File: config.mk
export PLATFORM = sky130hd
export DESIGN_NAME = cnn_infer_top
export DESIGN_NICKNAME = d
export VERILOG_FILES = /design/src/source/cnn_pkg.sv /design/src/source/cnn_infer_top.sv /design/src/source/conv_channel.sv /design/src/source/fc_stage.sv /design/src/source/window_scanner.sv
export SDC_FILE = /design/constraint.sdc
export NUM_CORES = 1
export LEC_CHECK = 0
export BUFFER_PORTS_ARGS = -buffer_cell sky130_fd_sc_hd__buf_2
export CAP_MARGIN = 20
export CORE_ASPECT_RATIO = 1.5
export CORE_MARGIN = 4
export CORE_UTILIZATION = 60
export CTS_BUF_LIST = sky130_fd_sc_hd__clkbuf_4 sky130_fd_sc_hd__clkbuf_8
export CTS_CLUSTER_SIZE = 12
export DETAILED_ROUTE_END_ITERATION = 8
export MAX_ROUTING_LAYER = met4
export PLACE_DENSITY_LB_ADDON = 0.3
export SLEW_MARGIN = 20
export SYNTH_ARGS = -nofsm -noshare
export SYNTH_HDL_FRONTEND = slang
export SYNTH_SLANG_ARGS = --single-unit
File: constraint.sdc
create_clock -name clk -period 10.1 [get_ports clk]
set_clock_uncertainty 0.05 [all_clocks]
set_input_delay 1.515 -clock clk [delete_from_list [all_inputs] [get_ports clk]]
set_output_delay 1.515 -clock clk [all_outputs]
set_load 0.01 [all_outputs]
File: src/source/cnn_pkg.sv
// Q8.8 fixed point with 32-bit sums and truncating rescale, and every weight is a fixed constant
package cnn_pkg;

    // ----------------------------------------
    // Widths and fixed-point format
    // ----------------------------------------
    localparam int DATA_W    = 16;  // Q8.8 sample
    localparam int FRAC_BITS = 8;
    localparam int ACC_W     = 32;  // Full product and running sum

    typedef logic signed [DATA_W-1:0] sample_t;
    typedef logic signed [ACC_W-1:0]  acc_t;

    // ----------------------------------------
    // Network constants
    // ----------------------------------------
    // Same value for every tap of every filter
    localparam sample_t CONV_WEIGHT = 16'sd16;  // 0.0625

    // Shared by all FC1 neurons and all their inputs
    localparam sample_t FC1_WEIGHT = 16'sd8;  // 0.03125
    localparam sample_t FC2_WEIGHT = 16'sd16; // 0.0625

    localparam sample_t FC1_BIAS = 16'sd0;
    localparam sample_t FC2_BIAS = 16'sd0;

    // ----------------------------------------
    // Control FSM states
    // ----------------------------------------
    // Window scanner
    typedef enum logic [1:0] {
        SCAN_IDLE,  // Waiting for a start
        SCAN_RUN,   // One output position per cycle
        SCAN_HOLD   // Maps complete, FC stage still busy
    } scan_state_t;

    // Fully connected stage
    typedef enum logic [1:0] {
        FC_IDLE,
        FC_HIDDEN,  // One FC1 neuron per cycle
        FC_OUTPUT   // Single FC2 neuron
    } fc_state_t;

endpackage

File: src/source/cnn_infer_top.sv
// Start is taken only while ready is high and up to two images are in flight with results in order
module cnn_infer_top
    import cnn_pkg::*;
#(
    parameter int IN_SIZE     = 4,
    parameter int KERNEL_SIZE = 3,
    parameter int NUM_FILTERS = 4,
    parameter int FC1_NEURONS = 8
) (
    input  logic    clk,
    input  logic    rst,
    input  logic    start,
    input  sample_t image [IN_SIZE][IN_SIZE],
    output logic    ready,
    output sample_t result,
    output logic    done
);

    localparam int OUT_SIZE  = IN_SIZE - KERNEL_SIZE + 1;
    localparam int PATCH_LEN = KERNEL_SIZE * KERNEL_SIZE;
    localparam int MAP_LEN   = OUT_SIZE * OUT_SIZE;
    localparam int FLAT_LEN  = NUM_FILTERS * MAP_LEN;
    localparam int POS_W     = (MAP_LEN > 1) ? $clog2(MAP_LEN) : 1;

    sample_t          patch [PATCH_LEN];
    logic             patch_valid;
    logic [POS_W-1:0] patch_pos;
    logic             maps_valid;
    logic             fc_ready;
    sample_t          maps [NUM_FILTERS][MAP_LEN];
    sample_t          flat [FLAT_LEN];

    window_scanner #(
        .IN_SIZE     (IN_SIZE),
        .KERNEL_SIZE (KERNEL_SIZE)
    ) i_scanner (
        .clk         (clk),
        .rst         (rst),
        .start       (start),
        .image       (image),
        .fc_ready    (fc_ready),
        .ready       (ready),
        .patch       (patch),
        .patch_valid (patch_valid),
        .patch_pos   (patch_pos),
        .maps_valid  (maps_valid)
    );

    // ----------------------------------------
    // Conv channels and flattening
    // ----------------------------------------
    for (genvar f = 0; f < NUM_FILTERS; f++) begin : g_conv
        conv_channel #(
            .KERNEL_SIZE (KERNEL_SIZE),
            .OUT_SIZE    (OUT_SIZE)
        ) i_channel (
            .clk         (clk),
            .rst         (rst),
            .patch       (patch),
            .patch_valid (patch_valid),
            .patch_pos   (patch_pos),
            .map         (maps[f])
        );

        for (genvar p = 0; p < MAP_LEN; p++) begin : g_flat
            assign flat[f * MAP_LEN + p] = maps[f][p];  // Filter-major
        end
    end

    fc_stage #(
        .FLAT_LEN    (FLAT_LEN),
        .FC1_NEURONS (FC1_NEURONS)
    ) i_fc (
        .clk         (clk),
        .rst         (rst),
        .flat        (flat),
        .maps_valid  (maps_valid),
        .fc_ready    (fc_ready),
        .result      (result),
        .done        (done)
    );

endmodule

File: src/source/conv_channel.sv
// One filter with all taps equal to CONV_WEIGHT and the 32-bit sum wraps without saturation
module conv_channel
    import cnn_pkg::*;
#(
    parameter int KERNEL_SIZE  = 3,
    parameter int OUT_SIZE     = 2,
    localparam int PATCH_LEN   = KERNEL_SIZE * KERNEL_SIZE,
    localparam int MAP_LEN     = OUT_SIZE * OUT_SIZE,
    localparam int POS_W       = (MAP_LEN > 1) ? $clog2(MAP_LEN) : 1
) (
    input  logic             clk,
    input  logic             rst,
    input  sample_t          patch [PATCH_LEN],
    input  logic             patch_valid,
    input  logic [POS_W-1:0] patch_pos,
    output sample_t          map [MAP_LEN]
);

    acc_t    prod [PATCH_LEN];
    acc_t    acc;
    acc_t    scaled;
    sample_t conv_val;
    sample_t relu_val;

    // ----------------------------------------
    // Multiply-accumulate and rescale
    // ----------------------------------------
    always_comb begin
        acc = '0;
        for (int i = 0; i < PATCH_LEN; i++) begin
            prod[i] = patch[i] * CONV_WEIGHT;  // Q16.16
            acc     = acc + prod[i];
        end
    end

    assign scaled   = acc >>> FRAC_BITS;
    assign conv_val = sample_t'(scaled);  // Keep low 16 bits

    // ReLU
    assign relu_val = conv_val[DATA_W-1] ? '0 : conv_val;

    // ----------------------------------------
    // Map storage
    // ----------------------------------------
    always_ff @(posedge clk or posedge rst) begin
        if (rst) begin
            for (int p = 0; p < MAP_LEN; p++) begin
                map[p] <= '0;
            end
        end else if (patch_valid) begin
            map[patch_pos] <= relu_val;
        end
    end

endmodule

File: src/source/fc_stage.sv
// FC1 neurons share one weight so each hidden value differs only by its slot, and biases wrap at 16 bits
module fc_stage
    import cnn_pkg::*;
#(
    parameter int FLAT_LEN    = 16,
    parameter int FC1_NEURONS = 8
) (
    input  logic    clk,
    input  logic    rst,
    input  sample_t flat [FLAT_LEN],
    input  logic    maps_valid,
    output logic    fc_ready,
    output sample_t result,
    output logic    done
);

    localparam int IDX_W = (FC1_NEURONS > 1) ? $clog2(FC1_NEURONS) : 1;

    fc_state_t        state;
    logic [IDX_W-1:0] idx;  // Hidden neuron being computed
    logic             capture;
    logic             last_neuron;

    sample_t flat_q [FLAT_LEN];
    sample_t hidden [FC1_NEURONS];

    acc_t    fc1_prod [FLAT_LEN];
    acc_t    fc1_acc;
    acc_t    fc1_scaled;
    sample_t hid_val;

    acc_t    fc2_prod [FC1_NEURONS];
    acc_t    fc2_acc;
    acc_t    fc2_scaled;
    sample_t out_val;

    assign fc_ready    = (state == FC_IDLE);
    assign capture     = fc_ready && maps_valid;
    assign last_neuron = (idx == IDX_W'(FC1_NEURONS - 1));

    // ----------------------------------------
    // FC1 neuron datapath
    // ----------------------------------------
    always_comb begin
        fc1_acc = '0;
        for (int i = 0; i < FLAT_LEN; i++) begin
            fc1_prod[i] = flat_q[i] * FC1_WEIGHT;
            fc1_acc     = fc1_acc + fc1_prod[i];
        end
    end

    assign fc1_scaled = fc1_acc >>> FRAC_BITS;
    assign hid_val    = sample_t'(fc1_scaled) + FC1_BIAS;  // No activation on FC1

    // ----------------------------------------
    // FC2 neuron datapath
    // ----------------------------------------
    always_comb begin
        fc2_acc = '0;
        for (int j = 0; j < FC1_NEURONS; j++) begin
            fc2_prod[j] = hidden[j] * FC2_WEIGHT;
            fc2_acc     = fc2_acc + fc2_prod[j];
        end
    end

    assign fc2_scaled = fc2_acc >>> FRAC_BITS;
    assign out_val    = sample_t'(fc2_scaled) + FC2_BIAS;

    // ----------------------------------------
    // Operand and hidden vector storage
    // ----------------------------------------
    always_ff @(posedge clk) begin
        if (capture) begin
            flat_q <= flat;  // Frees the maps for the next image
        end
        if (state == FC_HIDDEN) begin
            hidden[idx] <= hid_val;
        end
    end

    // ----------------------------------------
    // Sequencing
    // ----------------------------------------
    always_ff @(posedge clk or posedge rst) begin
        if (rst) begin
            state  <= FC_IDLE;
            idx    <= '0;
            result <= '0;
            done   <= 1'b0;
        end else begin
            done <= 1'b0;  // Single-cycle pulse
            case (state)
                FC_IDLE: begin
                    if (capture) begin
                        idx   <= '0;
                        state <= FC_HIDDEN;
                    end
                end
                FC_HIDDEN: begin
                    if (last_neuron) begin
                        idx   <= '0;
                        state <= FC_OUTPUT;
                    end else begin
                        idx <= idx + 1'b1;
                    end
                end
                FC_OUTPUT: begin
                    result <= out_val;
                    done   <= 1'b1;
                    state  <= FC_IDLE;
                end
                default: state <= FC_IDLE;
            endcase
        end
    end

endmodule

File: src/source/window_scanner.sv
// Image is sampled only when a start is accepted and a finished map set waits until fc_ready
module window_scanner
    import cnn_pkg::*;
#(
    parameter int IN_SIZE      = 4,
    parameter int KERNEL_SIZE  = 3,
    localparam int OUT_SIZE    = IN_SIZE - KERNEL_SIZE + 1,
    localparam int PATCH_LEN   = KERNEL_SIZE * KERNEL_SIZE,
    localparam int MAP_LEN     = OUT_SIZE * OUT_SIZE,
    localparam int POS_W       = (MAP_LEN > 1) ? $clog2(MAP_LEN) : 1
) (
    input  logic             clk,
    input  logic             rst,
    input  logic             start,
    input  sample_t          image [IN_SIZE][IN_SIZE],
    input  logic             fc_ready,
    output logic             ready,
    output sample_t          patch [PATCH_LEN],
    output logic             patch_valid,
    output logic [POS_W-1:0] patch_pos,
    output logic             maps_valid
);

    localparam int CNT_W = (OUT_SIZE > 1) ? $clog2(OUT_SIZE) : 1;

    scan_state_t      state;
    logic [CNT_W-1:0] row;  // Output row of the current window
    logic [CNT_W-1:0] col;  // Output column of the current window
    sample_t          image_q [IN_SIZE][IN_SIZE];
    logic             accept;
    logic             last_col;
    logic             last_row;

    assign ready       = (state == SCAN_IDLE);
    assign accept      = start && ready;
    assign patch_valid = (state == SCAN_RUN);
    assign maps_valid  = (state == SCAN_HOLD) && fc_ready;  // Hand-off to FC stage

    assign last_col  = (col == CNT_W'(OUT_SIZE - 1));
    assign last_row  = (row == CNT_W'(OUT_SIZE - 1));
    assign patch_pos = POS_W'(row * OUT_SIZE + col);  // Row-major map index

    // ----------------------------------------
    // Image capture
    // ----------------------------------------
    always_ff @(posedge clk) begin
        if (accept) begin
            image_q <= image;
        end
    end

    // ----------------------------------------
    // Position counters and FSM
    // ----------------------------------------
    always_ff @(posedge clk or posedge rst) begin
        if (rst) begin
            state <= SCAN_IDLE;
            row   <= '0;
            col   <= '0;
        end else begin
            case (state)
                SCAN_IDLE: begin
                    if (accept) begin
                        row   <= '0;
                        col   <= '0;
                        state <= SCAN_RUN;
                    end
                end
                SCAN_RUN: begin
                    if (last_col) begin
                        col <= '0;
                        if (last_row) begin
                            row   <= '0;
                            state <= SCAN_HOLD;  // All positions written
                        end else begin
                            row <= row + 1'b1;
                        end
                    end else begin
                        col <= col + 1'b1;
                    end
                end
                SCAN_HOLD: begin
                    if (fc_ready) begin
                        state <= SCAN_IDLE;
                    end
                end
                default: state <= SCAN_IDLE;
            endcase
        end
    end

    // ----------------------------------------
    // Window select
    // ----------------------------------------
    always_comb begin
        for (int m = 0; m < KERNEL_SIZE; m++) begin
            for (int n = 0; n < KERNEL_SIZE; n++) begin
                patch[m * KERNEL_SIZE + n] = image_q[int'(row) + m][int'(col) + n];
            end
        end
    end

endmodule

-- Yosys cells after proc, flatten, opt, wreduce, memory -nomap -nowiden
Memory sizes are Yosys's and may differ from the RTL's.
Cells that the tools add are included.
- register bits after elaboration: 794
- bits in latches: 0
- bits in writable memories: 128
- memory bits (read-only): 0
- bits of input ports: 259
- output and inout port bits: 18
- memories: 1
- $add $sub $neg: 38
- multiply operators: 0
- div/mod/pow operators: 0
- magnitude comparators: 8
- equal/unequal tests: 11
- shift-type cells: 0
- muxes and demuxes: 63
- bitwise logic cells: 7
- reduce and logical (&&, ||, !) cells: 13
- memories (memory ; words ; bits a word ; rd ports ; clocked after Yosys merged registers in ; wr ports ; RTL line ; text):
    i_fc.hidden ; 8 ; 16 ; 8 ; 0 ; 1 ; fc_stage.sv:25 ; sample_t hidden [FC1_NEURONS];
- operators by type and width (kind ; number):
    $bmux 64 s2 ; 3
    $mux 64 ; 6
    $add 24x19->24 ; 13
    $mux 16 ; 19
    $bmux 16 s2 ; 9
    $add 24x20->24 ; 11
    $bwmux 64 ; 4
    $ge 32x3->1 const B ; 6
    $not 32->32 ; 4
    $not 1->32 ; 2
    $add 21x20->22 ; 2
    $add 20x20->21 ; 2
    $demux 16 s2 ; 1
    $add 20x19->21 ; 1
    $add 19x19->20 ; 1
    $mux 15 ; 1
    $mux 2 ; 6
    $ne 2x2->1 const B ; 4
    $mux 1 ; 7
    $add 1x2->3 const B ; 2
    $mux 3 ; 2
    $pmux 2 s3 ; 1
    $pmux 3 s2 ; 1
    $reduce_and 2->1 ; 3
    18 further kinds ; 29

-- Depth between registers and ports, before layout
Gate-level depths: netlist (run 1).
- word-level depth: 17
- gate-level depth with buffers: 30
- mapped depth without buffers: 30

-- Hierarchy
Synthesis (run 1) repeated with hierarchy kept, for this count alone.
- cells, all modules: 4333
- area total of the unflattened synthesis: 58299.7 um^2
- modules (own cells, without submodules) (module ; instances ; cells each ; area an instance (um^2) ; sequential area each (um^2)):
    fc_stage ; 1 ; 1483 ; 22386.5 ; 12081.6
    conv_channel (g_conv[2].i_channel ...) ; 2 ; 590 ; 6082.1 ; 1501.4
    window_scanner ; 1 ; 455 ; 11413.4 ; 7787.5
    conv_channel (g_conv[0].i_channel) ; 1 ; 613 ; 6226.0 ; 1501.4
    conv_channel (g_conv[1].i_channel) ; 1 ; 602 ; 6109.6 ; 1501.4

-- Worst setup path before layout (run 1)
OpenSTA, ideal clock, no wires.
- path kind: register to register
- start: register i_scanner.row (netlist: i_scanner.last_row)
- end: register g_conv[3].i_channel.map[9] in the netlist's numbering
- data arrival time: 8.137 ns
- setup slack: 1.803 ns
- stages on the path, launching flop included: 31
- cells stage by stage: dfrtp_1 buf_6 clkbuf_1 buf_1 mux4_2 fa_1 ha_1 fa_1 a21o_1 a21oi_1 nor2b_1 o41ai_1 o21ba_2 xnor2_1 fa_1 inv_1 fa_1 inv_1 fa_1 fa_1 ha_1 clkbuf_1 a21oi_1 o211ai_1 a31oi_1 o31ai_4 a221oi_4 a21oi_2 xor2_2 buf_6 o41ai_1
- longest elaborated chain between the ends: 17
- elaborated cells on any way between the ends: 58
- those cells by class: add/sub: 11; order compare: 2; mux: 40; bitwise: 4; reduce/logical: 1
- RTL lines (what ; RTL line ; text):
    start: declaration ; window_scanner.sv:27 ; logic [CNT_W-1:0] row;
    start signal: assignment ; window_scanner.sv:76 ; row <= row + 1'b1;
    $not 1->32 (not written as such) ; window_scanner.sv:98 ; patch[m * KERNEL_SIZE + n] = image_q[int'(row) + m][int'(col) + n];
    $bmux 64 s2 ; window_scanner.sv:98 ;
    $mux 64 (not written as such) (2 in a row) ; window_scanner.sv:98 ;
    $bmux 16 s2 ; window_scanner.sv:98 ;
    $mux 16 (not written as such) (2 in a row) ; window_scanner.sv:98 ;
    $add 20x20->21 ; conv_channel.sv:32 ; acc = acc + prod[i];
    $add 21x20->22 ; conv_channel.sv:32 ;
    $add 24x20->24 (6 in a row) ; conv_channel.sv:32 ;
    $mux 15 ; conv_channel.sv:40 ; assign relu_val = conv_val[DATA_W-1] ? '0 : conv_val;
    $bwmux 64 (*) ; conv_channel.sv:51 ; map[patch_pos] <= relu_val;
    end signal: indexed assignment ; conv_channel.sv:51 ;
    end: declaration ; conv_channel.sv:16 ; output sample_t map [MAP_LEN]
Mark *: on every way between the ends. The rest lies on a longest branch, timed or not. The select of a mux whose other input is x is not followed.
A chain may end at the register's enable or synchronous reset.

-- Worst setup path in the final report (run 1)
- start: register i_scanner.row (netlist: i_scanner.last_row)
- end: register g_conv[2].i_channel.map[16] in the netlist's numbering
- longest elaborated chain between the ends: 17
- elaborated cells on any way between the ends: 58
- those cells by class: add/sub: 11; order compare: 2; mux: 40; bitwise: 4; reduce/logical: 1
- RTL lines (what ; RTL line):
    $not 1->32 (not written as such) ; window_scanner.sv:98
    $bmux 64 s2 ; window_scanner.sv:98
    $mux 64 (not written as such) (2 in a row) ; window_scanner.sv:98
    $bmux 16 s2 ; window_scanner.sv:98
    $mux 16 (not written as such) (2 in a row) ; window_scanner.sv:98
    $add 20x20->21 ; conv_channel.sv:32
    $add 21x20->22 ; conv_channel.sv:32
    $add 24x20->24 (6 in a row) ; conv_channel.sv:32
    $mux 15 ; conv_channel.sv:40
    $bwmux 64 (*) ; conv_channel.sv:51
    end signal: indexed assignment ; conv_channel.sv:51
    end: declaration ; conv_channel.sv:16
Marks and branches as above.

==> results of run 1 <==
==> routing by layer <==
| metal | vias up | track usage (%) |
|---|---|---|
| met1 | 9252 | 25.17 |
| met3 | 139 | 3.647 |
| met4 | 0 | 7.597 |
| li1 | 8232 | - |
| met5 | - | - |
| met2 | 492 | 43.20 |
==> worst register-to-register path, stage by stage, from the launching register on <==
cell and delay [ns]:
dfrtp_4 0.61, buf_4 0.50, mux4_2 0.59, fa_1 0.54, fa_1 0.43, a21o_1 0.20
a21oi_1 0.29, nor2b_1 0.11, o41ai_1 0.76, o211ai_1 0.29, nand2_1 0.16, o21ai_0 0.14
o31ai_1 0.32, fa_1 0.52, fa_1 0.50, inv_1 0.07, fa_1 0.52, fa_1 0.45
xnor2_1 0.20, xnor2_1 0.16, xnor2_1 0.10, xnor2_1 0.54, xor2_4 0.44, buf_4 0.41
o31ai_1 0.17
==> Yosys cell counts (all sizes together), types with 27 or more instances <==
library cell / number / area, sq um
a21oi: 46 / 234.0
clkbuf: 32 / 120.1
dfrtp: 85 / 2127
edfxtp: 436 / 13090
fa: 355 / 7107
ha: 113 / 1414
inv: 403 / 1513
mux4: 138 / 3108
nand2: 115 / 431.7
nor2: 53 / 198.9
nor3: 27 / 140.1
o21ai: 40 / 200.2
o31ai: 56 / 434.2
xnor2: 50 / 437.9
==> registers in the layout, summed over array words and instances, names as in the netlist <==
name	flops
i_fc.idx	3
i_scanner.col	1
i_scanner.last_row	1
i_fc.state	2
i_scanner.image_q	256
i_scanner.state	2
i_fc.hidden	120
i_fc.flat_q	60
i_fc.result	15
i_fc.done	1
g_conv.i_channel.map	60
==> cell families (layout without fill, tap and decap cells) <==
family                   count (synthesis)  after routing
XOR/XNOR                                74             74
adder cells (fa/ha/maj)                468            468
AND/OR/NAND/NOR                        265            265
buffers and inverters                  460            836
other                                    1              2
flip-flops                             521            521
AO/OA/AOI/OAI                          237            237
multiplexers                           150            150
==> cell type report <==
class | count | share of cell area, %
diodes | 1 | 0.006925
clock buffers | 105 | 3.566
inverters | 403 | 4.189
flip-flops and latches | 521 | 42.14
clock inverters | 33 | 1.087
multi-input cells | 1195 | 42.35
repair buffers | 295 | 4.304
well taps | 682 | 2.361
==> through the flow <==
| step | setup WS, ns | hold WS, ns | instances | cell area, sq um | utilization, % |
|---|---|---|---|---|---|
| 4_1_cts | 0.9222 | 0.3945 | 3234 | 36130 | 68.21 |
| 3_3_place_gp | 1.221 | 0.3805 | 3096 | 34450 | 65.03 |
| 6_report | 0.8597 | 0.3957 | 3235 | 36140 | 68.23 |
| 2_1_floorplan | 1.803 | 0.3748 | 2176 | 32250 | - |
| 5_1_grt | 0.3939 | 0.4079 | 3235 | 36140 | 68.23 |
| 3_5_place_dp | 0.9092 | 0.3822 | 3096 | 34450 | 65.03 |
==> path summary, 6_finish.rpt <==
| check | startpoint | end | cells past startpoint |
|---|---|---|---|
| max reg2reg | i_scanner.last_row | g_conv[2].i_channel.map[16] | 24 |
| min reg2reg | g_conv[1].i_channel.map[38] | i_fc.flat_q[38] | 0 |
| min | g_conv[1].i_channel.map[38] | i_fc.flat_q[38] | 0 |
| max | i_scanner.last_row | g_conv[2].i_channel.map[16] | 24 |
| min in group asynchronous | rst | i_fc.result[0] | 2 |
| max in group asynchronous | rst | i_scanner.col | 3 |
==> flow_metrics.py, run 1 <==
metrics = {
    "layout": {
        "seq_area_sq_um": 15230,
        "most-common-layout-cells": "edfxtp_1, inv_1, fa_1",
        "layout_commonest_cell": "edfxtp_1",
        "fillers": 3535,
        "nets": 3220,
        "area_growth_pct": 12.06,
        "multi_input_area_sq_um": 15300,
        "drive_gt1_share_pct": 23.00,
    },
    "clock_tree": {
        "cts.repair.resized": 0,
        "cts.sinks": 521,
        "cts_root_buffer": "clkbuf_8",
        "clock_latency_ns": 0.67,
        "ctsHoldBuffers": 0,
        "htree_levels": 3,
        "post_cts_buffers": 0,
        "cts_made_buffers": 77,
        "cts_tree": "built",
        "clk_path_buf_depth": 3,
        "clk_pin_slew_ns": 0.06,
    },
    "yosys": {
        "synth_cells": 2176,
        "synthArstFlopShare_pct": 16.31,
        "ys_ff_latch": 521,
        "seq_area_frac_synth_pct": 47.19,
        "syn-cell-area_sq_um": 32250,
        "synthMuxAreaShare_pct": 10.03,
        "yosys_warnings": 0,
        "synthXorXnorAreaFrac_pct": 2.033,
        "synth_edf_count": 436,
        "synth_compound_area_share_pct": 5.118,
        "synth-adder-area-share_pct": 26.42,
        "syn-num-nets": 2903,
        "synth-main-ff-cell": "edfxtp_1",
        "synth-simple-area-share_pct": 3.740,
        "netlist-cell-type-count": 68,
        "avgSynthCellArea_sq_um": 14.82,
        "synth_top_family_by_area": "adder cells",
    },
    "sta": {
        "worstMarginPinSlew_ns": 1.006,
        "slew_viol_final": 0,
        "fmax_ghz": 0.1082,
        "hold_viol": 0,
        "slew_headroom_pct": 32.91,
        "setup_viol_count_final": 0,
        "period_share_pct": 91.49,
        "final.setup.tns_ns": 0,
        "grt_setup_unrepaired": "false",
        "fin_crit_ns": 9.240,
    },
    "critical_path": {
        "crit_arrival_ns": 9.69,
        "cp-start-kind": "flip-flop",
        "slowest_delay_ns": 0.76,
        "crit_buf_inv": 3,
        "path_cells": "buf_4, mux4_2, fa_1, fa_1, a21o_1, a21oi_1, nor2b_1, o41ai_1, o211ai_1, nand2_1, o21ai_0, o31ai_1, fa_1, fa_1, inv_1, fa_1, fa_1, xnor2_1, xnor2_1, xnor2_1, xnor2_1, xor2_4, buf_4, o31ai_1",
        "reg2reg_slack_ns": 0.86,
        "critPathMostFrequentCell": "fa_1",
        "crit_type": "reg2reg",
        "crit_fanout": 36,
        "crit_slowest_cell": "o41ai_1",
        "worst_path_dominant_cell_family": "adder cells",
        "required_ns": 10.55,
        "cp-end-kind": "flip-flop",
    },
    "job": {
        "drv_cap": 0,
    },
    "die": {
        "ioPinCount": 277,
        "num_rows": 103,
        "dieArea_sq_um": 57600,
        "die-width_um": 197.3,
        "start_util_pct": 60.88,
        "die_y_um": 291.9,
        "core_sq_um": 52970,
    },
    "place": {
        "port_buffers": 275,
        "gpl.final_weighted_congestion": 0.8895,
        "dp_hpwl_um": 49880,
    },
    "detailed_routing": {
        "ant_nets": 0,
        "routed_wl_um": 61590,
        "via_per_inst": 5.600,
        "drc": 0,
        "highest_layer": "met4",
        "routedWlPerCell_um": 19.04,
        "wl_met3_um": 2701,
        "drt_iter0_drc": 955,
        "vias": 18115,
        "wl_met2_um": 35620,
        "met1_length_um": 21310,
        "drt-pass1-iter-count": 6,
    },
    "min_path": {
        "hold_class": "reg2reg",
    },
    "grt": {
        "grt_util_all_layers_pct": 23.23,
        "grt_pass1_vias": 20859,
        "antenna_found_initial": 1,
        "grt_start_max_net_pins": 114,
        "grt.overflow.total": 0,
        "grt_pass1_wl_um": 102800,
    },
    "run_status": {
        "status": "complete, no violations",
    },
}
Power of run 1 is not shown: default switching activity piles up to over one toggle a cycle in this logic, so the estimate is an artifact.
==> run 2: changes to the inputs <==
BUFFER_PORTS_ARGS = -buffer_cell sky130_fd_sc_hd__clkbuf_2   (was -buffer_cell sky130_fd_sc_hd__buf_2)
==> run 2 against run 1 <==
  * Design area is 0.16% lower
  * Sequential share of layout area is 0.069 points higher
  * Via count is 0.23% higher
  * Final cell count hardly changed
  * Routed wire length is 0.53% lower
  * Non-clock buffer count stayed put
  * Clock-buffer cell count is 2 higher
  * Critical endpoint is now g_conv[2].i_channel.map[19]
==> flow_metrics.py, run 2 (synthesis gave the netlist of run 1 again) <==
metrics = {
    "layout": {
        "largest_registers": "i_scanner.image_q (256), i_fc.hidden (120)",
        "layout_commonest_cell": "edfxtp_1",
        "multi_input_area_sq_um": 15300,
        "seq_area_sq_um": 15230,
        "regMostFlops": "i_scanner.image_q",
        "area_growth_pct": 11.88,
        "most-common-layout-cells": "edfxtp_1, inv_1, fa_1",
        "fillers": 3615,
        "drive_gt1_share_pct": 23.13,
        "nets": 3218,
        "largest_reg_flops": 256,
    },
    "critical_path": {
        "crit_arrival_ns": 9.59,
        "crit_fanout": 36,
        "cp-start-kind": "flip-flop",
        "cp-end-kind": "flip-flop",
        "crit_type": "reg2reg",
        "required_ns": 10.56,
    },
    "min_path": {
        "hold_class": "reg2reg",
    },
    "die": {
        "ioPinCount": 277,
        "die_y_um": 291.9,
        "dieArea_sq_um": 57600,
        "start_util_pct": 60.88,
        "core_sq_um": 52970,
        "die-width_um": 197.3,
        "num_rows": 103,
    },
    "grt": {
        "grt_util_all_layers_pct": 23.01,
        "grt.overflow.total": 0,
        "grt_start_max_net_pins": 114,
        "grt_pass1_vias": 20635,
        "antenna_found_initial": 1,
        "grt_pass1_wl_um": 102000,
    },
    "detailed_routing": {
        "drc": 0,
        "ant_nets": 0,
        "via_per_inst": 5.614,
        "routedWlPerCell_um": 18.94,
        "routed_wl_um": 61260,
        "vias": 18157,
        "drt_iter0_drc": 951,
        "drt-pass1-iter-count": 5,
    },
    "clock_tree": {
        "clk_pin_slew_ns": 0.06,
        "cts_made_buffers": 75,
        "clock_latency_ns": 0.68,
        "cts.sinks": 521,
        "cts_root_buffer": "clkbuf_8",
        "ctsHoldBuffers": 0,
        "post_cts_buffers": 0,
        "cts_tree": "built",
        "htree_levels": 3,
        "clk_path_buf_depth": 3,
        "cts.repair.resized": 0,
    },
    "sta": {
        "period_share_pct": 90.38,
        "setup_viol_count_final": 0,
        "fmax_ghz": 0.1095,
        "fin_crit_ns": 9.128,
        "slew_viol_final": 0,
        "grt_setup_unrepaired": "false",
        "slew_headroom_pct": 32.91,
        "hold_viol": 0,
        "worstMarginPinSlew_ns": 1.006,
        "final.setup.tns_ns": 0,
        "fin_ws_ns": 0.9716,
    },
    "place": {
        "dp_hpwl_um": 49800,
        "place_ws_ns": 0.9460,
        "gpl.final_weighted_congestion": 0.8964,
        "port_buffers": 275,
    },
    "run_status": {
        "status": "complete, no violations",
    },
    "job": {
        "drv_cap": 0,
    },
}
[run 2: cell count changes in the layout (fill, tap and decap cells not counted), sizes merged]
| cell | delta |
|---|---|
| clkinv | +2 |
| buf | -275 |
| inv | -1 |
| clkbuf | +277 |
| bufinv | -4 |
[run 2: stage by stage]
stage,instance area (sq um),hold WS [ns],util (%),instances
final,36080,0.3942,68.11,3234
after global routing,36080,0.3977,68.11,3234
after CTS,36070,0.3907,68.10,3233
after detailed placement,34450,0.3799,65.03,3096
after global placement,34450,0.3806,65.03,3096
after floorplan,32250,0.3748,-,2176
[run 2: final cells by class]
cell class                 instances  share of cell area [%]
timing repair buffer             295                   4.311
clock buffer                     107                   3.614
inverter                         403                   4.196
multi-input combinational       1195                   42.42
clock inverter                    30                  0.8843
antenna                            1                0.006936
sequential                       521                   42.21
tap                              682                   2.365
[run 2: worst max-delay path, stage by stage (launching register included)]
cell and delay (ns):
dfrtp_4 0.65, buf_4 0.47, mux4_2 0.58, fa_1 0.53, fa_1 0.41, a21o_1 0.20, a21oi_1 0.28, nor2b_1 0.11
o41ai_1 0.72, o211ai_1 0.26, nand2_1 0.15, o21ai_0 0.16, o31ai_1 0.31, fa_1 0.51, fa_1 0.50, inv_1 0.07
fa_1 0.51, fa_1 0.44, xnor2_1 0.21, xnor2_1 0.17, xnor2_1 0.10, xnor2_1 0.54, xor2_4 0.44, buf_4 0.42
o31ai_1 0.15
[run 2: final timing paths]
| kind | cells past startpoint | start | end | slack (ns) |
|---|---|---|---|---|
| max in group asynchronous | 3 | rst | i_scanner.col | 8.00 |
| min in group asynchronous | 2 | rst | i_fc.result[1] | 0.75 |
| worst min register to register | 0 | g_conv[1].i_channel.map[55] | i_fc.flat_q[119] | 0.39 |
| worst max-delay path | 24 | i_scanner.last_row | g_conv[2].i_channel.map[19] | 0.97 |
| worst max register to register | 24 | i_scanner.last_row | g_conv[2].i_channel.map[19] | 0.97 |
| worst min-delay path | 0 | g_conv[1].i_channel.map[55] | i_fc.flat_q[119] | 0.39 |
[run 2: metal layers]
layer	vias up	global-route usage, %	wire, um
li1	8223	-	-
met1	9291	25.33	21250
met2	506	42.56	35450
met3	137	3.209	2770
met4	0	7.766	1796
met5	-	-	0
Power of run 2 is left out for the same reason.
